## config.mk

```make
export PLATFORM = sky130hd
export DESIGN_NAME = round_key_store
export DESIGN_NICKNAME = d
export VERILOG_FILES = /design/src/aes_key_pkg.sv /design/src/round_key_store.sv
export VERILOG_INCLUDE_DIRS = /design/src
export SDC_FILE = /design/constraint.sdc
export NUM_CORES = 2
export LEC_CHECK = 0
export BUFFER_PORTS_ARGS = -buffer_cell sky130_fd_sc_hd__buf_2
export CORE_MARGIN = 1
export CORE_UTILIZATION = 45
export DETAILED_ROUTE_END_ITERATION = 8
export PLACE_DENSITY = 0.68
export RECOVER_POWER = 25
export SYNTH_ARGS = -nofsm -noshare
export SYNTH_HDL_FRONTEND = slang
export SYNTH_SLANG_ARGS = --single-unit
```

## constraint.sdc

```tcl
create_clock -name clk -period 2.7 [get_ports clk]
set_input_delay 0.135 -clock clk [delete_from_list [all_inputs] [get_ports clk]]
set_output_delay 0.135 -clock clk [all_outputs]
set_load 0.05 [all_outputs]
```

## src/aes_key_config.svh

```systemverilog
`ifndef AES_KEY_CONFIG_SVH
`define AES_KEY_CONFIG_SVH

// schedule word and key widths
`define AES_WORD_W 32
`define AES_KEY_W 256

// rounds of the longest key
`define AES_MAX_ROUNDS 14

// schedule words per key length
`define AES_NW_128 44
`define AES_NW_256 60

// words in the cipher key
`define AES_NK_128 4
`define AES_NK_256 8

`endif

```

## src/aes_key_pkg.sv

```systemverilog
`default_nettype none

`include "aes_key_config.svh"

package aes_key_pkg;

    typedef logic [`AES_WORD_W-1:0] word_t;
    typedef logic [4*`AES_WORD_W-1:0] round_key_t;   // four words, w0 in the top bits

    typedef logic key_len_t;
    localparam key_len_t KEY_128 = 1'b0;
    localparam key_len_t KEY_256 = 1'b1;

    typedef logic [5:0] word_idx_t;   // up to 59
    typedef logic [3:0] round_idx_t;

    typedef enum logic [1:0] {
        IDLE   = 2'd0,
        LOAD   = 2'd1,
        EXPAND = 2'd2,
        DONE   = 2'd3
    } fsm_state_t;

endpackage

`default_nettype wire

```

## src/round_key_store.sv

```systemverilog
`timescale 1ns/1ps
`default_nettype none

`include "aes_key_config.svh"

module round_key_store
    import aes_key_pkg::*;
(
    input  logic       clk,
    input  logic       rst,
    input  logic       wr_en,
    input  word_idx_t  word_idx,
    input  word_t      word,
    input  round_idx_t rd_round,
    input  logic       key_ready,
    output round_key_t round_key
);

    round_key_t mem [`AES_MAX_ROUNDS+1];
    round_idx_t wr_round;
    logic [1:0] wr_lane;
    logic [1:0] wr_slot;   // lane 0 sits in the top word

    assign wr_round = word_idx[5:2];
    assign wr_lane  = word_idx[1:0];
    assign wr_slot  = 2'd3 - wr_lane;

    always_ff @(posedge clk) begin
        if (rst) begin
            for (int r = 0; r <= `AES_MAX_ROUNDS; r++)
                mem[r] <= '0;
        end else if (wr_en) begin
            mem[wr_round][wr_slot * `AES_WORD_W +: `AES_WORD_W] <= word;
        end
    end

    // out of range rounds read as zero
    assign round_key = (key_ready && rd_round <= round_idx_t'(`AES_MAX_ROUNDS))
                       ? mem[rd_round] : '0;

endmodule

`default_nettype wire

```

; ---- Word level (Yosys, flattened, before mapping)
; Memories as Yosys holds them, arrays and structs flattened.
; Index checks and enable logic that the tools add are counted.
; Widths: inputs -> output; s select.
[word_totals]
reg_bits = 0
mem_bits_rw = 1920
inputBits = 46
n_memories = 1
[classes]
addsub = 2
magnitude_cmp = 1
shift = 2
n_mux = 9
reduce_logical = 2
[memory_table]
columns = name, words, width, rd, rd_ports_with_merged_regs, write_ports, line
row1 = mem, 15, 128, 1, 0, 15, round_key_store.sv:19  ; round_key_t mem [`AES_MAX_ROUNDS+1];
[op_table]
columns = op, count
row1 = $mux 128, 4
row2 = $reduce_or 128->1, 1
row3 = $shift 32x34->128 const A, 1
row4 = $shiftx 32x34->128, 1
row5 = $neg 7->34, 1
row6 = $le 4x4->1 const B, 1
row7 = $mux 1, 4
row8 = $mux 4, 1
row9 = $sub 2x2->2 const A, 1
row10 = $logic_and 1x1->1, 1

; ---- Depth between registers and ports, before layout
[depth]
depth_word = 6
mapped_depth = 8
mapped_depth_nobuf = 5

; ---- Worst setup path before layout
; No wires, ideal clock.
[synth_timing]
path_kind = input to output
start = input port rd_round[0]
end = output port round_key[126]
t_arrival_ns = 2.224
slack_ns = 0.341
stages = 7
path_buffers = 4
path_cell_list = buf_4 > buf_6 > buf_4 > buf_4 > nor2_1 > a22o_1 > o32ai_1
[synth_between]
elab_chain_cells = 3
[synth_lines]
columns = item, line
row1 = "start, declared", round_key_store.sv:14  ; input round_idx_t rd_round,
row2 = $le 4x4->1, round_key_store.sv:38  ; assign round_key = (key_ready && rd_round <= round_idx_t'(`AES_MAX_ROUNDS))
row3 = $logic_and 1x1->1, round_key_store.sv:38
row4 = $mux 128 *, round_key_store.sv:38
row5 = "end, declared", round_key_store.sv:16  ; output round_key_t round_key
; Mark *: on every way between the ends. The rest lies on a longest branch, timed or not.

; ---- Worst setup path in the final report
[layout_timing]
start = memory mem[7][103] (netlist bit)
end = output port round_key[103]
[layout_between]
elab_chain_cells = 2
[layout_lines]
columns = item, line
row1 = "start, declared", round_key_store.sv:19
row2 = $mem_v2 15x128, --
row3 = $mux 128, round_key_store.sv:38
; No other way between the ends.

==> flow_summary.ini <==
[worst_setup_path]
crit_slowest_cell = mux4_2
worstPathArrival_ps = 2640
crit_path_start_kind = register
end_kind = primary output
crit_fanout = 1
worst_path_largest_cell_delay_ps = 490
cp_top_family = compound AO/OA/AOI/OAI gates
worst-path-buf-inv = 1
crit_chain = mux4_2 > a22oi_2 > o211ai_1 > buf_4
setup.worst_path.class = reg2out
crit_required_ps = 2570

[synthesis]
syn_area_sq_um = 82410
yosysWarnings = 0
ys_async_sr_fraction_pct = 0
synth-seq-cells = 1920
synthesis.nets = 5748
yosys.area.top_type = edfxtp_1
netlist_instances = 5697
synth_edf_count = 1920
yosysTopAreaCellShare_pct = 69.96
ys.flop_type = edfxtp_1
synth_cell_types = 31
syn_avg_cell_area_sq_um = 14.47
ys_seq_area_share_pct = 69.96
synth_area_leaders = edfxtp_1 70%, mux4_2 10%, nor2_1 8.7%

[clock_tree]
cts_setup_buffers = 0
cts-root-buf = clkbuf_16
cts.clk_slew.worst_paths_ps = 60
cts_made_buffers = 194
cts_max_level = 4
cts_tree = done
cts.path.max_buffers = 3
numClockSinks = 1920

[pwr]
power_leakage_nw = 29.64
ir_drop_v = 0.0004889
power_density_nw_per_um2 = 706.2
total_power_mw = 66.36

[die]
core_area_sq_um = 181300
die_x_microns = 430.0
rows = 156
boundaryPins = 174
start_util_pct = 45.45
die_height_microns = 430.0
dieArea_sq_um = 184900

[sta]
max_freq_mhz = 359.9
fin_tns_setup_ps = -114.3
slew-limit-headroom_pct = -26.33
hold_viol_final = 0
post-route-period-util_pct = 102.9
slew_violations = 24
min_period_ps = 2779
rsz0062_at_grt = true
fin_ws_ps = -78.65
fin_worst_hold_slack_ps = 42.44
worst_pin_slew_ps = 1895
setup_viol = 4

[routing]
drc = 0
wl_per_cell_microns = 29.79
first_iter_violations = 7376
wirelength_microns = 251800
vias_per_cell = 6.151
num_vias = 51985
ant_nets = 0
detailedRoute.firstPassIterationCount = 5

[run_status]
violations = max-capacitance violations, max-slew violations, negative setup slack
status = finished, violations left

[layout]
final_cell_mix = 1921 x nor2_1, 1920 x edfxtp_1, 383 x mux4_2
regMostFlops = mem
largest_register_ff_count = 1920
layout_commonest_cell = nor2_1
fillCellCount = 14716
drive_above_1_share_pct = 20.37
multi_input_area_sq_um = 22540
regArea_sq_um = 57660
layout.nets = 5959
areaGrowthSynthToFinish_pct = 14.02
fin_util_pct = 51.82
reg.largest.list = mem: 1920 flops
stdcell_area_sq_um = 93970

[placement]
place_hpwl_microns = 145100
finalWeightedCongestion = 0.8312
dpl_cell_area_sq_um = 88230
port-buffer-count = 173

[min_path]
worstHoldPathType = in2reg

[global_route]
grt_max_degree = 78
grt_pass1_vias = 51806
grt_pass1_wl_microns = 360400
antenna_found_initial = 18
track_usage_pct = 27.10
gr-total-overflow = 0

[job]
max_cap_viol_count = 1
routing by layer:
metal,part of all wire [%],routed length [microns],GRT usage [%]
met5,0.029,74,0
met4,4.9,12390,12.85
met3,11,28320,5.641
met2,48,121400,44.03
met1,36,89640,34.89
through the flow:
step | setup slack (ps) | cells
6_report | -78.65 | 8452
5_1_grt | -100.4 | 8442
3_5_place_dp | 146.3 | 8078
2_1_floorplan | 340.7 | 5697
3_3_place_gp | 158.7 | 8078
4_1_cts | -94.13 | 8438
synthesized netlist by cell type, drive strengths merged (2+ instances only):
cell type,number
and4bb,7
and3b,7
clkbuf,201
nor4b,4
ha,5
inv,2
buf,325
nor3b,2
nor2,1921
mux4,383
nand2b,61
o211ai,128
nor2b,20
a22oi,127
edfxtp,1920
a2bb2oi,127
and4b,5
nand2,315
mux2i,130
cells by family (layout without fill, tap and decap cells):
| kind of cell | after synthesis | count (layout) | share of synthesized area (%) |
|---|---|---|---|
| compound gates | 385 | 385 | 3.706 |
| fa+ha+maj | 5 | 5 | 0.07591 |
| buf+inv | 528 | 899 | 3.024 |
| flops | 1920 | 1920 | 69.96 |
| mux | 513 | 513 | 12.05 |
| other cells | 0 | 14 | 0 |
| simple gates | 2346 | 2346 | 11.19 |
what timing repair did:
action / in CTS / in global routing
setup endpoints to repair: 16 / 10
hold buffers: 4 / 0
gates resized for setup: 22 / 12
pin swaps: 15 / 6
hold endpoints to repair: 37 / 0
power by group:
| group | switching [mW] | internal, mW | total, mW | leakage, nW |
|---|---|---|---|---|
| Clock | 11.5 | 14.4 | 25.9 | 2.95 |
| Sequential | 0.400 | 34.2 | 34.6 | 18.2 |
| Combinational | 3.78 | 2.03 | 5.80 | 8.45 |
layout make-up:
cell class	instances	area share (%)
flip-flops and latches	1920	61.36
repair buffers	541	5.034
inverters	2	0.007989
clock buffers	240	5.373
clock inverters	116	1.047
multi-input cells	3249	23.99
well taps	2370	3.156
diodes	14	0.03728
path summary, 6_finish.rpt:
| kind | from | end | cells after the start |
|---|---|---|---|
| worst min-delay path | word[31] | mem[1][31]$_SDFFCE_PN0P_ | 3 |
| worst max-delay path | mem[7][103]$_SDFFCE_PN0P_ | round_key[103] | 4 |
Note: power is estimated with default switching activity, not from simulation.
