File: src/aes_key_config.svh
`ifndef AES_KEY_CONFIG_SVH
`define AES_KEY_CONFIG_SVH

// schedule word and key widths
`define AES_WORD_W 32
`define AES_KEY_W 256

// rounds of the longest key
`define AES_MAX_ROUNDS 14

// schedule words per key length
`define AES_NW_128 44
`define AES_NW_256 60

// words in the cipher key
`define AES_NK_128 4
`define AES_NK_256 8

`endif

File: src/aes_key_pkg.sv
`default_nettype none

`include "aes_key_config.svh"

package aes_key_pkg;

    typedef logic [`AES_WORD_W-1:0] word_t;
    typedef logic [4*`AES_WORD_W-1:0] round_key_t;   // four words, w0 in the top bits

    typedef logic key_len_t;
    localparam key_len_t KEY_128 = 1'b0;
    localparam key_len_t KEY_256 = 1'b1;

    typedef logic [5:0] word_idx_t;   // up to 59
    typedef logic [3:0] round_idx_t;

    typedef enum logic [1:0] {
        IDLE   = 2'd0,
        LOAD   = 2'd1,
        EXPAND = 2'd2,
        DONE   = 2'd3
    } fsm_state_t;

endpackage

`default_nettype wire

File: src/key_expand_fsm.sv
`timescale 1ns/1ps
`default_nettype none

`include "aes_key_config.svh"

module key_expand_fsm
    import aes_key_pkg::*;
(
    input  logic clk,
    input  logic rst,
    input  logic init,
    input  logic last_word,
    output logic load,
    output logic expand_en,
    output logic done,
    output logic key_ready
);

    fsm_state_t state;
    fsm_state_t next_state;

    always_ff @(posedge clk) begin
        if (rst)
            state <= IDLE;
        else
            state <= next_state;
    end

    always_comb begin
        next_state = state;
        case (state)
            IDLE: begin
                if (init)
                    next_state = LOAD;
            end
            LOAD:   next_state = EXPAND;
            EXPAND: begin
                if (last_word)
                    next_state = DONE;
            end
            DONE:   next_state = IDLE;
            default: next_state = IDLE;
        endcase
    end

    assign load      = (state == LOAD);
    assign expand_en = (state == EXPAND);
    assign done      = (state == DONE);

    // level, held until a new key is accepted
    always_ff @(posedge clk) begin
        if (rst)
            key_ready <= 1'b0;
        else if (state == IDLE && init)
            key_ready <= 1'b0;
        else if (state == DONE)
            key_ready <= 1'b1;
    end

endmodule

`default_nettype wire

File: config.mk
export PLATFORM = sky130hd
export DESIGN_NAME = key_expand_fsm
export DESIGN_NICKNAME = d
export VERILOG_FILES = /design/src/aes_key_pkg.sv /design/src/key_expand_fsm.sv
export VERILOG_INCLUDE_DIRS = /design/src
export SDC_FILE = /design/constraint.sdc
export NUM_CORES = 1
export LEC_CHECK = 0
export BUFFER_PORTS_ARGS = -buffer_cell sky130_fd_sc_hd__buf_2
export CAP_MARGIN = 20
export CORE_AREA = 5 5 42 44
export CTS_CLUSTER_DIAMETER = 100
export DETAILED_ROUTE_END_ITERATION = 6
export DIE_AREA = 0 0 47 49
export PLACE_DENSITY = 0.32
export RECOVER_POWER = 50
export SLEW_MARGIN = 20
export SYNTH_ARGS = -nofsm -noshare
export SYNTH_HDL_FRONTEND = slang
export SYNTH_SLANG_ARGS = --single-unit
File: constraint.sdc
create_clock -name clk -period 2.25 [get_ports clk]
set_clock_uncertainty 0.05 [all_clocks]
set_input_delay 0.225 -clock clk [delete_from_list [all_inputs] [get_ports clk]]
set_output_delay 0.225 -clock clk [all_outputs]
set_load 0.1 [all_outputs]
* Word-level counts from Yosys, hierarchy flattened
Index checks and enable logic that the tools add are counted.
** Storage, ports and cells
- Register bits after elaboration :: 3
- Input bits :: 4
- Output and inout port bits :: 4
- Logic and storage cells :: 14
** Cells by class
- Equality and inequality tests :: 5
- Mux-type cells :: 3
- Reduce and logical (&&, ||, !) cells :: 4
** Operators by type and width (count)
- $pmux 2 s4 :: 1
- $eq 2x2->1 const B :: 2
- $mux 2 :: 2
- $ne 2x2->1 const B :: 2
- $eq 2x1->1 const B :: 1
- $logic_not 2->1 :: 1
- $reduce_and 2->1 :: 1
- $reduce_or 2->1 :: 1
- $logic_and 1x1->1 :: 1

* Depth between registers and ports, before layout
- Word-level depth :: 3
- Mapped depth :: 5

* Worst setup path after synthesis
Ideal clock, no wire load.
- Path type :: register to register
- From :: reg state[0]
- To :: reg state[0]
- Library setup time :: 116 ps
- Arrival :: 1682 ps
- Data required time :: 2084 ps
- Slack :: 401 ps
- Stages on the path, launching flop included :: 5
- Path buffers :: 0
- Cell sequence :: dfxtp_1 inv_1 ha_1 a21oi_1 o211a_1
** Between the ends
- Word-level cells in the longest chain between the ends :: 3
- Elaborated cells on any way between the ends :: 8
- Those cells by class :: eq/ne: 5; mux: 1; reduce/logical: 2
** Ends and longest elaborated chain
- start, declared :: line key_expand_fsm.sv:19 : fsm_state_t state;
- start signal, assigned :: line key_expand_fsm.sv:26 : state <= next_state;
- $eq 2x2->1 *
- net expand_en :: line key_expand_fsm.sv:14 : output logic expand_en,
- $ne 2x2->1 (no source line)
- $reduce_and 2->1 (no source line)
The timed path passes the listed nets; every way through them passes the cells marked *.
A chain may end at the register's enable or synchronous reset.

* Worst setup path after layout
- From :: reg key_ready
- To :: out key_ready
** RTL lines
- start, declared :: line key_expand_fsm.sv:16 : output logic key_ready
- start signal, assigned :: line key_expand_fsm.sv:53 : key_ready <= 1'b0;
- start signal, assigned :: line key_expand_fsm.sv:55 : key_ready <= 1'b0;
- start signal, assigned :: line key_expand_fsm.sv:57 : key_ready <= 1'b1;
No word-level cell between the ends.

==> out/results.txt <==
After clock tree synthesis, the setup repair step added 0 buffers. Synthesis produced a netlist whose cell count is 21. For the pin with the worst max-slew slack, the measured transition is 1.17 ns. The count of nets left with antenna violations once routing finished came out at 0. Timing would allow up to 591 MHz.

Averaged over all synthesized cells, the footprint is 9.59 um2. The tools report the wire length after detailed routing as 396 um. The layer flagged by global routing as most heavily used is met2.

The tools report the number of DRC violations after detailed routing as 0. The number of clock sinks is 3, and the growth of design area from synthesis to finish is 36.0%. The data arrival time of the critical path was 1.42 ns. The number of gates resized after CTS was 0. In this run the core area contains 14 standard-cell rows. The number of pins with negative max-slew slack in the final report was 0. TritonCTS created 3 clock buffers. Buffers inserted to repair hold after CTS numbered 0.

The worst hold path terminates at key_ready$_SDFFE_PP0P_. After synthesis the netlist holds a flip-flop and latch count of 3. STA classifies the critical path endpoint as an output pin. The tools report the number of hold violations in the final report as 0.

Class of the tightest hold or removal check: in2reg. The initial standard-cell utilization of the core is 0.144. The tools report the final RePlAce weighted congestion as 0.608. For the normalized max-slew margin, the log shows 0.223. The clock transition at the registers of the reported paths came out at 0.03 ns.

Launching point of the worst reg2reg path: state[0]$_SDFFE_PP0P_. STA puts the critical path data required time at 1.98 ns. The Yosys step of the flow raised 0 warnings. The post-route fraction of the period consumed by the critical path works out to 0.753. The total routing usage reported by global routing came out at 0.0450.

The top cell types in the final layout, fill and taps aside, are 6 x sky130_fd_sc_hd__buf_2, 5 x sky130_fd_sc_hd__ha_1, 4 x sky130_fd_sc_hd__inv_1. The simple-gate share of the synthesized area was 0.155; the detailed router's first-iteration violation count was 0. Adding up every negative setup slack in the final design gives 0 ns. The root buffer cell chosen for the clock tree is sky130_fd_sc_hd__clkbuf_4. The kind of cell adding the most delay to the critical path was buffers and inverters.

The routing usage on met1 is 0.0350. For the register area share after synthesis, the log shows 0.298. For flop-to-flop paths, the worst setup slack is 0.83 ns. HPWL after detailed placement: 354 um. The time the final worst path needs with I/O delays and setup was 1.69 ns. Buffering stage count on the worst path with inverters included: 1.

Summing over every cut layer, the via total after detailed routing is 172. The tools report the via count of the first global-routing pass as 198. The number of nets in the synthesized netlist is 30. TritonCTS built the clock tree. The clock tree buffer depth came out at 2.

The run gives 11 as the distinct cell type count after synthesis. The number of placed instances with taps included came out at 44. The final routed wire length divided by cell count is 8.25 um. Measured along the y axis, the die boundary spans 49 um.

Setup repair after global routing left no endpoint under its margin. The total overflow left after global routing is 0. The signal on the critical path passes through clkbuf_1. The adder-cell share of the synthesized area is 0.311, and the synthesized area is 201 um2. For this run, the slowest stage of the critical path takes 0.87 ns.

The worst hold path begins at rst. The number of placed I/O pins is 8, and the CTS H-tree depth is 1. Width of the die: 47 um.

In this run the worst path has a maximum fanout of 2. For the global routing usage on met2, the log shows 0.0679. The commonest non-fill, non-tap cell in the layout was sky130_fd_sc_hd__buf_2. The proportion of synthesized area in mux cells was 0.0497.

Entering global routing, the biggest net connects 5 pins. The repair_antennas step left the layout with diodes totalling 0. The number of antenna violations at the first check in global routing is 0. Net count of the finished layout: 42.

The tool flagged a number of max-cap violations equal to 0. Dividing the detail-routed via count by the number of cells gives 3.58. The utilization after layout is 0.196, and the number of cells on the worst reg-to-reg path is 5. After synthesis, the largest family of logic cells by area is adder cells. Counting instances, the worst hold path has a depth of 2.

The share of layout cells above drive strength 1 was 0.281. The category of the most critical setup path was reg2out. The wire length of the first global-routing pass was 690 um. The cell with the largest stage delay on the worst path was sky130_fd_sc_hd__clkbuf_1. The compound-gate portion of the synthesized area is 0.112.

In this run the tool buffered the top-level ports with 7 buffer cells. The number of standard cells in the final layout excluding fillers is 48. The total area inside the core boundary comes to 0.00140 mm2. The flow ran to the end, and the final reports show no timing, DRC or antenna violations. Setup violations remaining at the end of the flow were counted as 0. Area of the die: 0.00230 mm2. For the length of the first detailed-routing pass in iterations, the log shows 1. The end of the worst register-to-register path is state[0]$_SDFFE_PP0P_.

The synthesized-area fraction occupied by xor and xnor cells is 0, and the global routing met3 resource utilization is 0.0443. The tools report the sort of element at the start of the critical path as a flip-flop. The clock reaches the later pin of the worst-skew pair after 0.23 ns.
[area by class of cell]
class | instances | area (um2)
clock buffer | 4 | 26.3
sequential | 3 | 60.1
fill | 175 | 1130
multi-input combinational | 14 | 119
timing repair buffer | 7 | 33.8
inverter | 4 | 15.0
tap | 16 | 20.0
[sequential cells by signal, summed over array words and instances, names as in the netlist]
name / flops
state: 2
key_ready: 1
[through the flow]
step / setup WS, ns / hold WS [ns] / cell area (um2)
after floorplan: 0.401 / 0.253 / 201
after global placement: 0.817 / 0.365 / 256
after detailed placement: 0.829 / 0.367 / 256
after CTS: 0.668 / 0.119 / 283
after global routing: 0.509 / 0.111 / 274
final: 0.557 / 0.127 / 274
[worst max-delay path by stage]
stage / end / cells past startpoint / from
after CTS: expand_en / 3 / state[0]$_SDFFE_PP0P_
final: key_ready / 1 / key_ready$_SDFFE_PP0P_
after global placement: state[0]$_SDFFE_PP0P_ / 5 / state[0]$_SDFFE_PP0P_
after floorplan: state[0]$_SDFFE_PP0P_ / 4 / state[0]$_SDFFE_PP0P_
after global routing: key_ready / 1 / key_ready$_SDFFE_PP0P_
after detailed placement: state[0]$_SDFFE_PP0P_ / 5 / state[0]$_SDFFE_PP0P_
[kinds of logic after synthesis]
logic type / after synthesis
AND/OR/NAND/NOR: 5
buffers and inverters: 4
AO/OA/AOI/OAI: 3
adder cells (fa/ha/maj): 5
flip-flops: 3
multiplexers: 1
[cell usage after synthesis]
| cell type | n | area share |
|---|---|---|
| sky130_fd_sc_hd__ha_1 | 5 | 0.31 |
| sky130_fd_sc_hd__inv_1 | 4 | 0.075 |
| sky130_fd_sc_hd__a211oi_1 | 1 | 0.037 |
| sky130_fd_sc_hd__o211a_1 | 1 | 0.050 |
| sky130_fd_sc_hd__nor2_1 | 1 | 0.019 |
| sky130_fd_sc_hd__nor2b_4 | 1 | 0.068 |
| sky130_fd_sc_hd__nand2_1 | 2 | 0.037 |
| sky130_fd_sc_hd__dfxtp_1 | 3 | 0.30 |
| sky130_fd_sc_hd__or3_1 | 1 | 0.031 |
| sky130_fd_sc_hd__a21oi_1 | 1 | 0.025 |
| sky130_fd_sc_hd__mux2i_1 | 1 | 0.050 |
[metal layers]
| metal | part of all wire | wire, um | vias up |
|---|---|---|---|
| li1 | - | - | 90 |
| met3 | 0.093 | 37 | 0 |
| met5 | 0 | 0 | - |
| met1 | 0.33 | 132 | 78 |
| met2 | 0.57 | 225 | 4 |
| met4 | 0 | 0 | 0 |
Power is not shown: default switching activity piles up to over one toggle a cycle in this logic, so the estimate is an artifact.
