**src/aes_key_config.svh**
```systemverilog
`ifndef AES_KEY_CONFIG_SVH
`define AES_KEY_CONFIG_SVH

// schedule word and key widths
`define AES_WORD_W 32
`define AES_KEY_W 256

// rounds of the longest key
`define AES_MAX_ROUNDS 14

// schedule words per key length
`define AES_NW_128 44
`define AES_NW_256 60

// words in the cipher key
`define AES_NK_128 4
`define AES_NK_256 8

`endif

```
**src/aes_key_pkg.sv**
```systemverilog
`default_nettype none

`include "aes_key_config.svh"

package aes_key_pkg;

    typedef logic [`AES_WORD_W-1:0] word_t;
    typedef logic [4*`AES_WORD_W-1:0] round_key_t;   // four words, w0 in the top bits

    typedef logic key_len_t;
    localparam key_len_t KEY_128 = 1'b0;
    localparam key_len_t KEY_256 = 1'b1;

    typedef logic [5:0] word_idx_t;   // up to 59
    typedef logic [3:0] round_idx_t;

    typedef enum logic [1:0] {
        IDLE   = 2'd0,
        LOAD   = 2'd1,
        EXPAND = 2'd2,
        DONE   = 2'd3
    } fsm_state_t;

endpackage

`default_nettype wire

```
**src/aes_gf_pkg.sv**
```systemverilog
`default_nettype none

`include "aes_key_config.svh"

package aes_gf_pkg;

    import aes_key_pkg::*;

    // multiply by x, reduce by x^8+x^4+x^3+x+1
    function automatic logic [7:0] xtime(input logic [7:0] a);
        return {a[6:0], 1'b0} ^ (a[7] ? 8'h1b : 8'h00);
    endfunction

    function automatic logic [7:0] gf_mul(input logic [7:0] a, input logic [7:0] b);
        logic [7:0] acc;
        logic [7:0] sh;
        acc = 8'h00;
        sh  = a;
        for (int i = 0; i < 8; i++) begin
            if (b[i])
                acc = acc ^ sh;
            sh = xtime(sh);
        end
        return acc;
    endfunction

    // a^254, zero stays zero
    function automatic logic [7:0] gf_inv(input logic [7:0] a);
        logic [7:0] r;
        logic [7:0] p;
        r = 8'h01;
        p = a;
        for (int i = 0; i < 7; i++) begin
            p = gf_mul(p, p);   // a^2, a^4 .. a^128
            r = gf_mul(r, p);
        end
        return r;
    endfunction

    function automatic logic [7:0] sbox_byte(input logic [7:0] a);
        logic [7:0] b;
        b = gf_inv(a);
        return b ^ {b[6:0], b[7]} ^ {b[5:0], b[7:6]} ^ {b[4:0], b[7:5]}
                 ^ {b[3:0], b[7:4]} ^ 8'h63;   // affine map
    endfunction

    function automatic word_t sub_word(input word_t w);
        word_t s;
        for (int i = 0; i < 4; i++)
            s[8*i +: 8] = sbox_byte(w[8*i +: 8]);
        return s;
    endfunction

endpackage

`default_nettype wire

```
**src/key_word_gen.sv**
```systemverilog
`timescale 1ns/1ps
`default_nettype none

`include "aes_key_config.svh"

module key_word_gen
    import aes_key_pkg::*;
    import aes_gf_pkg::*;
(
    input  logic                  clk,
    input  logic                  rst,
    input  logic                  load,
    input  logic                  expand_en,
    input  logic [`AES_KEY_W-1:0] key_in,
    input  key_len_t              key_len,
    input  logic                  key_phase,
    input  logic                  rot_step,
    input  logic                  sub_step,
    input  logic [7:0]            rcon,
    output word_t                 word
);

    logic [`AES_KEY_W-1:0] key_q;   // unsent key words, next one on top
    key_len_t len_q;
    word_t    win [8];              // win[7] newest, win[0] eight back
    word_t    prev;
    word_t    back;
    word_t    rot;
    word_t    temp;

    always_ff @(posedge clk) begin
        if (rst)
            len_q <= KEY_128;
        else if (load)
            len_q <= key_len;
    end

    always_comb begin
        prev = win[7];
        back = (len_q == KEY_256) ? win[0] : win[4];   // w[i-nk]
        rot  = {prev[`AES_WORD_W-9:0], prev[`AES_WORD_W-1 -: 8]};
        if (rot_step)
            temp = sub_word(rot) ^ {rcon, {(`AES_WORD_W-8){1'b0}}};
        else if (sub_step)
            temp = sub_word(prev);
        else
            temp = prev;
        word = key_phase ? key_q[`AES_KEY_W-1 -: `AES_WORD_W] : (back ^ temp);
    end

    always_ff @(posedge clk) begin
        if (load) begin
            key_q <= key_in;
        end else if (expand_en) begin
            key_q <= key_q << `AES_WORD_W;
            for (int i = 0; i < 7; i++)
                win[i] <= win[i+1];
            win[7] <= word;
        end
    end

endmodule

`default_nettype wire

```
**config.mk**
```make
export PLATFORM = sky130hd
export DESIGN_NAME = key_word_gen
export DESIGN_NICKNAME = d
export VERILOG_FILES = /design/src/aes_key_pkg.sv /design/src/aes_gf_pkg.sv /design/src/key_word_gen.sv
export VERILOG_INCLUDE_DIRS = /design/src
export SDC_FILE = /design/constraint.sdc
export NUM_CORES = 2
export LEC_CHECK = 0
export BUFFER_PORTS_ARGS = -buffer_cell sky130_fd_sc_hd__clkbuf_2
export CORE_MARGIN = 3
export CORE_UTILIZATION = 45
export DETAILED_ROUTE_END_ITERATION = 12
export HOLD_SLACK_MARGIN = 0.05
export PLACE_DENSITY = 0.66
export SYNTH_ARGS = -nofsm -noshare
export SYNTH_HDL_FRONTEND = slang
export SYNTH_SLANG_ARGS = --single-unit
```
**constraint.sdc**
```tcl
create_clock -name clk -period 33.4 [get_ports clk]
set_input_delay 5.01 -clock clk [delete_from_list [all_inputs] [get_ports clk]]
set_output_delay 5.01 -clock clk [all_outputs]
set_load 0.005 [all_outputs]
```
**Yosys cells after proc, flatten, opt, wreduce, memory -nomap -nowiden**

Memories as Yosys holds them, arrays and structs flattened.
Cells that the tools add are included.

- Multiplexer cells: 2945
- Bitwise operators: 1526
- Reduce and logical (&&, ||, !) cells: 1

Operators with widths:

| cell | number |
|---|---|
| 8-bit two-way mux | 2180 |
| 8-bit bitwise XOR | 760 |
| 8-bit by 5-bit bitwise XOR with 8-bit output | 700 |
| 5-bit two-way mux | 708 |
| 256-bit two-way mux | 2 |
| 32-bit two-way mux | 4 |
| 32-bit bitwise XOR | 2 |
| 7-bit two-way mux | 8 |
| 1-bit NOT | 56 |
| 6-bit two-way mux | 8 |
| 4-bit two-way mux | 8 |
| 4-bit NOT | 8 |
| 3-bit two-way mux | 8 |
| 2-bit two-way mux | 8 |
| 1-bit two-way mux | 11 |
| 2-bit nonzero test | 1 |

- Register bits: 257
- RAM bits: 256
- Input bits: 272
- Output and inout port bits: 32
- Logic and storage cells: 4475
- Memories kept: 1

Memory list:

| memory | words | bits a word | rd ports | clocked after Yosys merged registers in | wr ports | RTL line | text |
|---|---|---|---|---|---|---|---|
| win | 8 | 32 | 8 | 0 | 8 | key_word_gen.sv:25 | `word_t win [8];` |

**Depth between registers and ports, before layout**

An unclocked memory read counts as a cell.

- Word-level depth: 258
- Depth in mapped cells: 75

**Least setup slack after synthesis**

OpenSTA, ideal clock, no wires.

- Path kind: register -> output
- Start: mem win[1][118] (netlist bit)
- End: out word[18]
- Arrival: 16383 ps
- Data required time: 28390 ps
- Path slack: 12007 ps
- Cell stages (with the launch flop): 70
- Path buffers: 13
- Cell sequence: edfxtp_1 > buf_4 > buf_4 > xnor2_1 > xnor2_1 > inv_1 > clkbuf_1 > buf_2 > buf_1 > ha_1 > clkbuf_1 > inv_1 > nor2_1 > xnor2_1 > xnor2_1 > clkinv_1 > clkbuf_1 > ha_1 > (+34 left out) > buf_2 > mux2_1 > a32o_1 > a2111oi_2 > o21bai_1 > o311ai_1 > a2111oi_1 > xnor2_1 > nor2_1 > xnor2_1 > xnor2_1 > xor2_1 > xor2_1 > nand2_1 > o211ai_1 > o21ai_1 > xnor2_1 > mux2_2

RTL lines:

| what | RTL line | text |
|---|---|---|
| start: declaration | key_word_gen.sv:25 |  |
| end: declaration | key_word_gen.sv:20 | `output word_t word` |

==> flow_summary.yaml <==
run_status:
  outcome: "finished, final reports clean"
drt:
  via_count: 71382
  via_per_inst: 5.99
  drt-initial-drc-count: 8067
  route.detailed.drc: 0
  antenna_left: 0
  wl_per_cell_um: 20.6
  wl_um: 245000
  first_pass_iters: 8
yosys:
  syn-num-nets: 9847
  synth_warnings: 0
  synth_area_mm2: 0.0817
  synthCells: 9547
  synth-seq-area-share: 0.188
  synthFlopType: "edfxtp_1"
  postSynthAreaPerCell_um2: 8.56
  synth_edf_count: 512
  async_reset_ff_frac: 0
  ys_ff_latch: 513
  synthDistinctLibCells: 135
global_routing:
  grt_antenna_before_repair: 8
  grt_pass1_wl_um: 383000
  grt_overflow: 0
  grtUsageTotal: 0.250
  grt_max_degree: 188
  grt_pass1_vias: 66397
cts:
  clock-sinks: 513
  clockBufferDepth: 3
  post-cts-setup-buffers: 0
  cts_root_buffer: "clkbuf_16"
  tritoncts: "done"
  hold_buffers: 0
  htreeDepth: 2
  clock_latency_ns: 0.62
  cts_buffers: 53
  clk_pin_slew_ns: 0.06
  ctsResizeCount: 0
floorplan:
  die-height_um: 432
  start_util: 0.455
  coreArea_mm2: 0.179
  fp.dieW_um: 432
  row_count: 155
  io_pins: 304
  dieArea_mm2: 0.187
worst_setup_path:
  required_ns: 28.39
  startpoint_type: "flip-flop"
  worstPathArrival_ns: 21.70
  end_kind: "output port"
  slowest_stage: "xnor2_2"
  critPathKind: "reg2out"
  cpPeakStageDelay_ns: 0.98
  path_buf_inv: 7
  critPathTopFamily: "XOR/XNOR gates"
  worst-r2r-setup-slack_ns: 12.17
  crit_fanout: 33
placed_design:
  dp_hpwl_um: 177000
  portBuffers: 303
  gp_congestion: 0.954
timing:
  timing.fmax_mhz: 37.4
  rsz0062_at_grt: "false"
  period_needed_ns: 26.71
  tns_ns: 0
  slew_viol_final: 0
  tightestPinTransition_ns: 1.25
  relSlewSlack: 0.166
  setup_violations: 0
  finalHoldViolations: 0
  period_share: 0.800
  fin_skew_ns: 0.0282
finish:
  final_nets: 9821
  area_growth_pct: 6.92
  drive_above_1_share: 0.144
flow_run:
  maxCapViolCount: 0
worst_hold_path:
  hp-class: "reg2reg"
metrics by stage:
stage	worst slack, ns	cell area, um2	util	hold WS [ns]	instances
global route	5.22	87300	0.487	0.419	11925
floorplan	12.01	81700	-	0.400	9547
global placement	8.30	85600	0.477	0.400	11821
detailed placement	7.69	85600	0.477	0.405	11821
CTS	6.98	87300	0.487	0.400	11920
finish	6.69	87400	0.487	0.408	11926
placed cells by master (no fill, tap or decap), drive strengths merged, types with 54 or more instances in the layout:
master,n
buf,270
mux2,304
o22ai,129
xnor3,287
o21ai,423
o211ai,95
edfxtp,512
a211oi,120
clkbuf,360
mux2i,250
nor4,57
and2,91
xnor2,1784
nand2b,70
a31oi,86
a21oi,452
nand3,216
nor3,262
a22oi,54
and3,64
xor2,503
inv,96
nor2,1211
nand2,917
routing by layer:
layer  track usage  share of wire  vias to the layer above
met4        0.0932          0.041                        0
li1              -              -                    33652
met3        0.0173          0.065                      403
met2         0.410           0.47                     2969
met1         0.346           0.43                    34358
met5             0              0                        -
logic make-up after synthesis:
| group | share of synthesized area |
|---|---|
| buf+inv | 0.0432 |
| fa+ha+maj | 0.00478 |
| xor+xnor | 0.360 |
| flops | 0.188 |
| simple gates | 0.174 |
| mux | 0.0743 |
| compound gates | 0.156 |
Yosys cell counts, types with 248 or more instances:
cell type  instances  area [um2]
nor2_1          1203        4520
xnor3_1          255        5740
nand2_1          912        3420
xnor2_1         1634       14300
a21oi_1          443        2220
mux2i_1          248        2480
o21ai_0          355        1780
nor3_1           259        1300
mux2_2           295        3320
edfxtp_1         512       15400
xor2_1           460        4030
clkbuf_1         374        1400
final cells by class:
type / instances / area (um2)
Multi-Input combinational cell: 8273 / 63300
Inverter: 108 / 405
Clock buffer: 58 / 1370
Clock inverter: 41 / 399
Tap cell: 2355 / 2950
Timing Repair Buffer: 572 / 3560
Fill cell: 16827 / 92000
Sequential cell: 513 / 15400
Antenna cell: 6 / 15.0
sequential cells by signal (all words and copies together), names as in the netlist:
register and count:
len_q 1, key_q 256, win 256
path summary, 6_finish.rpt:
kind                     from     endpoint  cells past startpoint
setup / recovery  win[1][111]     word[15]                     66
hold / removal     win[1][48]   win[1][16]                      0
setup reg to reg  win[1][111]  win[1][109]                     64
hold reg to reg    win[1][48]   win[1][16]                      0
Power is not shown: default switching activity piles up to over one toggle a cycle in this logic, so the estimate is an artifact.
