**src/aes_key_config.svh**
```systemverilog
`ifndef AES_KEY_CONFIG_SVH
`define AES_KEY_CONFIG_SVH

// schedule word and key widths
`define AES_WORD_W 32
`define AES_KEY_W 256

// rounds of the longest key
`define AES_MAX_ROUNDS 14

// schedule words per key length
`define AES_NW_128 44
`define AES_NW_256 60

// words in the cipher key
`define AES_NK_128 4
`define AES_NK_256 8

`endif

```
**src/aes_key_pkg.sv**
```systemverilog
`default_nettype none

`include "aes_key_config.svh"

package aes_key_pkg;

    typedef logic [`AES_WORD_W-1:0] word_t;
    typedef logic [4*`AES_WORD_W-1:0] round_key_t;   // four words, w0 in the top bits

    typedef logic key_len_t;
    localparam key_len_t KEY_128 = 1'b0;
    localparam key_len_t KEY_256 = 1'b1;

    typedef logic [5:0] word_idx_t;   // up to 59
    typedef logic [3:0] round_idx_t;

    typedef enum logic [1:0] {
        IDLE   = 2'd0,
        LOAD   = 2'd1,
        EXPAND = 2'd2,
        DONE   = 2'd3
    } fsm_state_t;

endpackage

`default_nettype wire

```
**src/aes_gf_pkg.sv**
```systemverilog
`default_nettype none

`include "aes_key_config.svh"

package aes_gf_pkg;

    import aes_key_pkg::*;

    // multiply by x, reduce by x^8+x^4+x^3+x+1
    function automatic logic [7:0] xtime(input logic [7:0] a);
        return {a[6:0], 1'b0} ^ (a[7] ? 8'h1b : 8'h00);
    endfunction

    function automatic logic [7:0] gf_mul(input logic [7:0] a, input logic [7:0] b);
        logic [7:0] acc;
        logic [7:0] sh;
        acc = 8'h00;
        sh  = a;
        for (int i = 0; i < 8; i++) begin
            if (b[i])
                acc = acc ^ sh;
            sh = xtime(sh);
        end
        return acc;
    endfunction

    // a^254, zero stays zero
    function automatic logic [7:0] gf_inv(input logic [7:0] a);
        logic [7:0] r;
        logic [7:0] p;
        r = 8'h01;
        p = a;
        for (int i = 0; i < 7; i++) begin
            p = gf_mul(p, p);   // a^2, a^4 .. a^128
            r = gf_mul(r, p);
        end
        return r;
    endfunction

    function automatic logic [7:0] sbox_byte(input logic [7:0] a);
        logic [7:0] b;
        b = gf_inv(a);
        return b ^ {b[6:0], b[7]} ^ {b[5:0], b[7:6]} ^ {b[4:0], b[7:5]}
                 ^ {b[3:0], b[7:4]} ^ 8'h63;   // affine map
    endfunction

    function automatic word_t sub_word(input word_t w);
        word_t s;
        for (int i = 0; i < 4; i++)
            s[8*i +: 8] = sbox_byte(w[8*i +: 8]);
        return s;
    endfunction

endpackage

`default_nettype wire

```
**src/key_word_counter.sv**
```systemverilog
`timescale 1ns/1ps
`default_nettype none

`include "aes_key_config.svh"

module key_word_counter
    import aes_key_pkg::*;
    import aes_gf_pkg::*;
(
    input  logic      clk,
    input  logic      rst,
    input  logic      load,
    input  logic      expand_en,
    input  key_len_t  key_len,
    output word_idx_t word_idx,
    output key_len_t  key_len_q,
    output logic      last_word,
    output logic      key_phase,
    output logic      rot_step,
    output logic      sub_step,
    output logic [7:0] rcon
);

    logic [2:0] pos;   // index mod nk
    logic [2:0] pos_last;
    word_idx_t  nw_last;
    word_idx_t  nk;

    assign nk       = (key_len_q == KEY_256) ? word_idx_t'(`AES_NK_256) : word_idx_t'(`AES_NK_128);
    assign pos_last = (key_len_q == KEY_256) ? 3'(`AES_NK_256 - 1) : 3'(`AES_NK_128 - 1);
    assign nw_last  = (key_len_q == KEY_256) ? word_idx_t'(`AES_NW_256 - 1)
                                             : word_idx_t'(`AES_NW_128 - 1);

    always_ff @(posedge clk) begin
        if (rst) begin
            word_idx  <= '0;
            pos       <= '0;
            rcon      <= 8'h01;
            key_len_q <= KEY_128;
        end else if (load) begin
            word_idx  <= '0;
            pos       <= '0;
            rcon      <= 8'h01;
            key_len_q <= key_len;
        end else if (expand_en) begin
            word_idx <= word_idx + 1'b1;
            pos      <= (pos == pos_last) ? 3'd0 : pos + 1'b1;
            if (rot_step)
                rcon <= xtime(rcon);   // 01 02 04 .. 1b 36
        end
    end

    assign last_word = (word_idx == nw_last);
    assign key_phase = (word_idx < nk);
    assign rot_step  = !key_phase && (pos == 3'd0);
    assign sub_step  = !key_phase && (key_len_q == KEY_256) && (pos == 3'd4);

endmodule

`default_nettype wire

```
**config.mk**
```make
export PLATFORM = sky130hd
export DESIGN_NAME = key_word_counter
export DESIGN_NICKNAME = d
export VERILOG_FILES = /design/src/aes_key_pkg.sv /design/src/aes_gf_pkg.sv /design/src/key_word_counter.sv
export VERILOG_INCLUDE_DIRS = /design/src
export SDC_FILE = /design/constraint.sdc
export NUM_CORES = 1
export LEC_CHECK = 0
export ABC_AREA = 1
export BUFFER_PORTS_ARGS = -buffer_cell sky130_fd_sc_hd__buf_2
export CAP_MARGIN = 0
export CORE_MARGIN = 4
export CORE_UTILIZATION = 40
export CTS_BUF_LIST = sky130_fd_sc_hd__clkbuf_4 sky130_fd_sc_hd__clkbuf_8
export DETAILED_ROUTE_END_ITERATION = 10
export HOLD_SLACK_MARGIN = 0.05
export PLACE_DENSITY = 0.74
export SYNTH_ARGS = -nofsm -noshare
export SYNTH_HDL_FRONTEND = slang
export SYNTH_SLANG_ARGS = --single-unit
export TNS_END_PERCENT = 50
```
**constraint.sdc**
```tcl
create_clock -name clk -period 1.65 [get_ports clk]
set_clock_uncertainty 0.05 [all_clocks]
set_input_delay 0.0825 -clock clk [delete_from_list [all_inputs] [get_ports clk]]
set_output_delay 0.0825 -clock clk [all_outputs]
set_load 0.01 [all_outputs]
```
======== After elaboration in Yosys (flattened, before gate mapping) ========
Index checks and enable logic that the tools add are counted.
W data, S select, Z words.
word-level totals
  register bits after elaboration ......... 18
  input port bits ......................... 5
  output and inout port bits .............. 19
  logic and storage cells ................. 23
operators by class
  add/subtract/negate cells ............... 2
  magnitude comparators ................... 1
  eq/ne operators ......................... 3
  mux-type cells .......................... 5
  bitwise logic cells ..................... 1
  reductions and logical operators ........ 7
operators with widths
  kind                   count
  $mux W5                2
  $xor A8 B5 Y8          1
  $add A6 B1 Y6 const B  1
  $eq A6 B6 Y1           1
  $lt A6 B4 Y1           1
  $mux W3                2
  $mux W4                1
  $add A3 B1 Y3 const B  1
  $eq A3 B3 Y1           1
  $eq A3 B3 Y1 const B   1
  $logic_and A1 B1 Y1    3
  $logic_not A3 Y1       1
  $reduce_and A2 Y1      1
  $reduce_or A2 Y1       1
  $logic_not A1 Y1       1

======== Logic depth before layout (Yosys ltp) ========
  depth after elaboration ................. 5
  mapped depth ............................ 8
  mapped depth without buffers ............ 8

======== Least setup slack after synthesis ========
No wires, ideal clock.
  path type ............................... register to output
  from .................................... reg key_len_q
  to ...................................... out rot_step
  data arrival time ....................... 1.398 ns
  required time ........................... 1.517 ns
  path slack .............................. 0.120 ns
  cell stages (with the launch flop) ...... 7
  buffers on the path ..................... 0
  path through ............................ dfxtp_1 inv_1 ha_1 o21ai_2 nand2_4 inv_1 nor3_1
on the way
  cells in the longest elaborated chain, start to end .. 4
RTL lines
  what                    line                    source
  from (decl)             key_word_counter.sv:16  output key_len_t key_len_q,
  from (signal assigned)  key_word_counter.sv:44  key_len_q <= key_len;
  $mux W4                 key_word_counter.sv:29  assign nk = (key_len_q == KEY_256) ? word_idx_t'(`AES_NK_256) : word_idx_t'(`AES_NK_128);
  $lt A6 B4 Y1            key_word_counter.sv:54  assign key_phase = (word_idx < nk);
  net key_phase           key_word_counter.sv:18  output logic key_phase,
  $logic_not A1 Y1        key_word_counter.sv:55  assign rot_step = !key_phase && (pos == 3'd0);
  $logic_and A1 B1 Y1     key_word_counter.sv:55
  to (decl)               key_word_counter.sv:19  output logic rot_step,
The timed path passes the listed nets, and every way through them passes these cells.

======== Final worst setup path ========
  from .................................... reg word_idx[3]
  to ...................................... out sub_step
on the way
  cells in the longest elaborated chain, start to end .. 4
RTL lines
  what                               line                    source
  from (decl)                        key_word_counter.sv:15  output word_idx_t word_idx,
  from (signal assigned)             key_word_counter.sv:46  word_idx <= word_idx + 1'b1;
  $lt A6 B4 Y1                       key_word_counter.sv:54
  $logic_not A1 Y1                   key_word_counter.sv:56  assign sub_step = !key_phase && (key_len_q == KEY_256) && (pos == 3'd4);
  $logic_and A1 B1 Y1 (2 in series)  key_word_counter.sv:56
  to (decl)                          key_word_counter.sv:20  output logic sub_step,
No other way between the ends.

==> qor.yml <==
outcome: "finished, final reports clean"
clk_pin_slew_worst_paths_ps: 100
vias_in_the_first_global_route: 839
syn_avg_cell_area_sq_um: 7.38
place.port_buffers: 23
yosys-mux-area-fraction: 0
antenna_found_initial: 0
path_cells: "ha_4 -> o21ai_2 -> nand2_4 -> inv_1 -> nor4_2 -> buf_2"
flow.area_growth_from_synthesis_pct: 20.6
post_drt_via_cell_ratio: 4.84
pwr_density_cell_mw_per_mm2: 657
grt_start_max_net_pins: 19
grt_met3_usage: 0.0475
critical_path.reg2reg.endpoint: "key_len_q$_SDFFE_PP0P_"
setup_total_neg_slack_ps: 0
worst_hold_slack_ps: 98.7
synth_compound_gate_area_share: 0.115
clkSinkCount: 18
wl_per_cell_um: 10.7
finish.cell_count_without_fillers: 186
combined_global_route_utilization_of_all_metal_layers: 0.132
simple_gate_area_share_of_the_yosys_netlist: 0.304
yosys.area.top_type: "dfxtp_1"
h-tree-depth: 1
totalWireLength_mm: 1.98
hold_viol: 0
grt_pass1_wl_mm: 3.48
use_met2: 0.230
seq_total_area_yosys: 0.373
ys_ff_latch: 18
gp_routability_congestion: 0.838
worst_reg2reg_path_depth: 6
fp.coreArea_sq_mm: 0.00225
final_antenna_net_count: 0
min_path_cells: 3
ff2ff_setup_slack_ps: 210
highest_utilization_routing_layer_at_the_global_route_stage: "met2"
cts_tree: "yes"
setup_viol: 0
drv_cap: 0
grt_setup_unrepaired: "false"
timing_worst_setup_path_type: "reg -> out"
final_util: 0.517
cts_made_buffers: 3
drt_first_pass_iters: 4
yosysTopAreaCellShare: 0.373
cp-end-kind: "output port"
synth.net_count: 140
kind_of_start_point_of_the_critical_path: "flip-flop"
share_of_synthesized_cell_area_in_full_adder_half_adder_and_majority_cells: 0.0517
chipWidth_um: 57.2
gr-total-overflow: 0
post-route-min-period_ps: 1540
drive_above_1_share: 0.285
final_nets: 169
cp_top_family: "flip-flops"
drt-initial-drc-count: 13
yosys.cell_types.count: 24
worst-endpoint-required_ps: 1520
post-route-period-util: 0.931
grt_use_met1: 0.161
detailed_place_hpwl_mm: 1.49
fp.dieArea_sq_mm: 0.00327
rel_slew_slack: 0.645
fmax_ghz: 0.651
final_max_slew_viol_count: 0
regToRegStartpoint: "key_len_q$_SDFFE_PP0P_"
max_slew.worst_pin.slew_ps: 532
detail_route.drc_violations: 0
floorplan.initialDensity: 0.429
cpPeakStageDelay_ps: 380
clock_latency_ps: 290
critical_path.n_buffers_inverters: 2
via_count: 901
worst_ep_arrival_time_ps: 1400
cells_after_synthesis: 131
synthesis.yosys.warnings: 0
clockBufferDepth: 2
cell_with_the_biggest_individual_delay_on_the_critical_path: "dfxtp_2"
placed_instances: 180
synth_top_family_by_area: "simple AND/OR/NAND/NOR gates"
hold_path_startpoint: "load"
path_max_fanout: 7
synthTopCellsByArea: "dfxtp_1, nand2_1, inv_1"
root_buf_cell: "clkbuf_4"
synth_area_sq_um: 967
irDropWorstVdd_mv: 0.551
whs_endpoint: "rcon[0]$_SDFFE_PP1P_"
io-pin-count: 24
ant_cells: 0
hold_crit_class: "in -> reg"
power.leakage_nw: 0.545
row_count: 17
yosys.area_share.xor_xnor: 0.0272
die_height_um: 57.2
-- what timing repair did --
item                       CTS  global route
gates resized for setup      1             3
hold buffers                 2             0
pin swaps                    1             0
setup endpoints to repair    2             2
buffers inserted             1             0
hold endpoints to repair     1             0
-- state kept, by name, indices dropped and copies added (netlist names) --
register / flops
key_len_q: 1
word_idx: 6
rcon: 8
pos: 3
-- worst reg2reg max path: stages (launching register included) --
cell and delay [ps]:
dfxtp_2 340, inv_2 60, buf_4 140, nor2_1 40, a21oi_1 110, nor2_1 50
dlygate4sd3_1 540
-- report_power, final --
part	internal (mW)	leakage, nW	total (mW)	switching [mW]
logic	0.0401	0.384	0.106	0.0657
registers	0.443	0.147	0.449	0.00604
clock network	0.0848	0.0138	0.212	0.127
-- metrics by stage --
stage               total power [mW]  setup WS, ps  cell area, sq um
finish                         0.766           114              1170
global route                   0.808          20.3              1170
CTS                            0.774          60.5              1150
detailed placement             0.558           274              1100
global placement               0.555           314              1100
floorplan                      0.532           120               967
-- area by class of cell --
class                   count  area (sq um)
fillers                   235          1090
well taps                  28          35.0
multi-input cells          84           494
inverters                  25          93.8
repair buffers             28           158
flip-flops and latches     18           363
clock buffers               3          22.5
-- cells in the final DEF (no fill, tap or decap), drive strengths merged, types with 3 or more instances in the layout --
master  Yosys  routed
buf         3      26
dfxtp      18      18
nand3       5       5
clkbuf      1       3
xnor2       3       3
o21ai       9       9
nor2       15      15
nand2      25      25
ha          4       4
nand4       8       8
inv        25      25
a21oi      11      11
-- routing by layer --
| layer | vias to the layer above | part of all wire |
|---|---|---|
| met2 | 28 | 0.47 |
| met5 | - | 0 |
| met4 | 0 | 0.0045 |
| li1 | 475 | - |
| met1 | 396 | 0.45 |
| met3 | 2 | 0.074 |
-- cell usage after synthesis, drive strengths merged --
library cell and n:
buf 3, dfxtp 18, nor2 15, xnor2 3
clkbuf 1, o21ai 9, a21oi 11, nor3 2
o21a 1, nand2 25, nor4 1, inv 25
ha 4, nand4 8, nand3 5
-- logic make-up (layout without fill, tap and decap cells) --
family | Yosys count | after routing
and+or+nand+nor | 56 | 56
buffers and inverters | 29 | 56
AOI/OAI and AO/OA | 21 | 21
DFF | 18 | 18
adders and majority gates | 4 | 4
xor gates and xnor gates | 3 | 3
-- worst max-delay path by stage --
stage                                  start  endpoint  slack [ps]  cells past startpoint
finish              word_idx[3]$_SDFFE_PP0P_  sub_step         110                      6
global route          key_len_q$_SDFFE_PP0P_  sub_step          20                      7
CTS                   key_len_q$_SDFFE_PP0P_  sub_step          60                      7
detailed placement  word_idx[3]$_SDFFE_PP0P_  sub_step         270                      6
global placement    word_idx[3]$_SDFFE_PP0P_  sub_step         310                      6
floorplan             key_len_q$_SDFFE_PP0P_  rot_step         120                      6
Note: power is estimated with default switching activity, not from simulation.
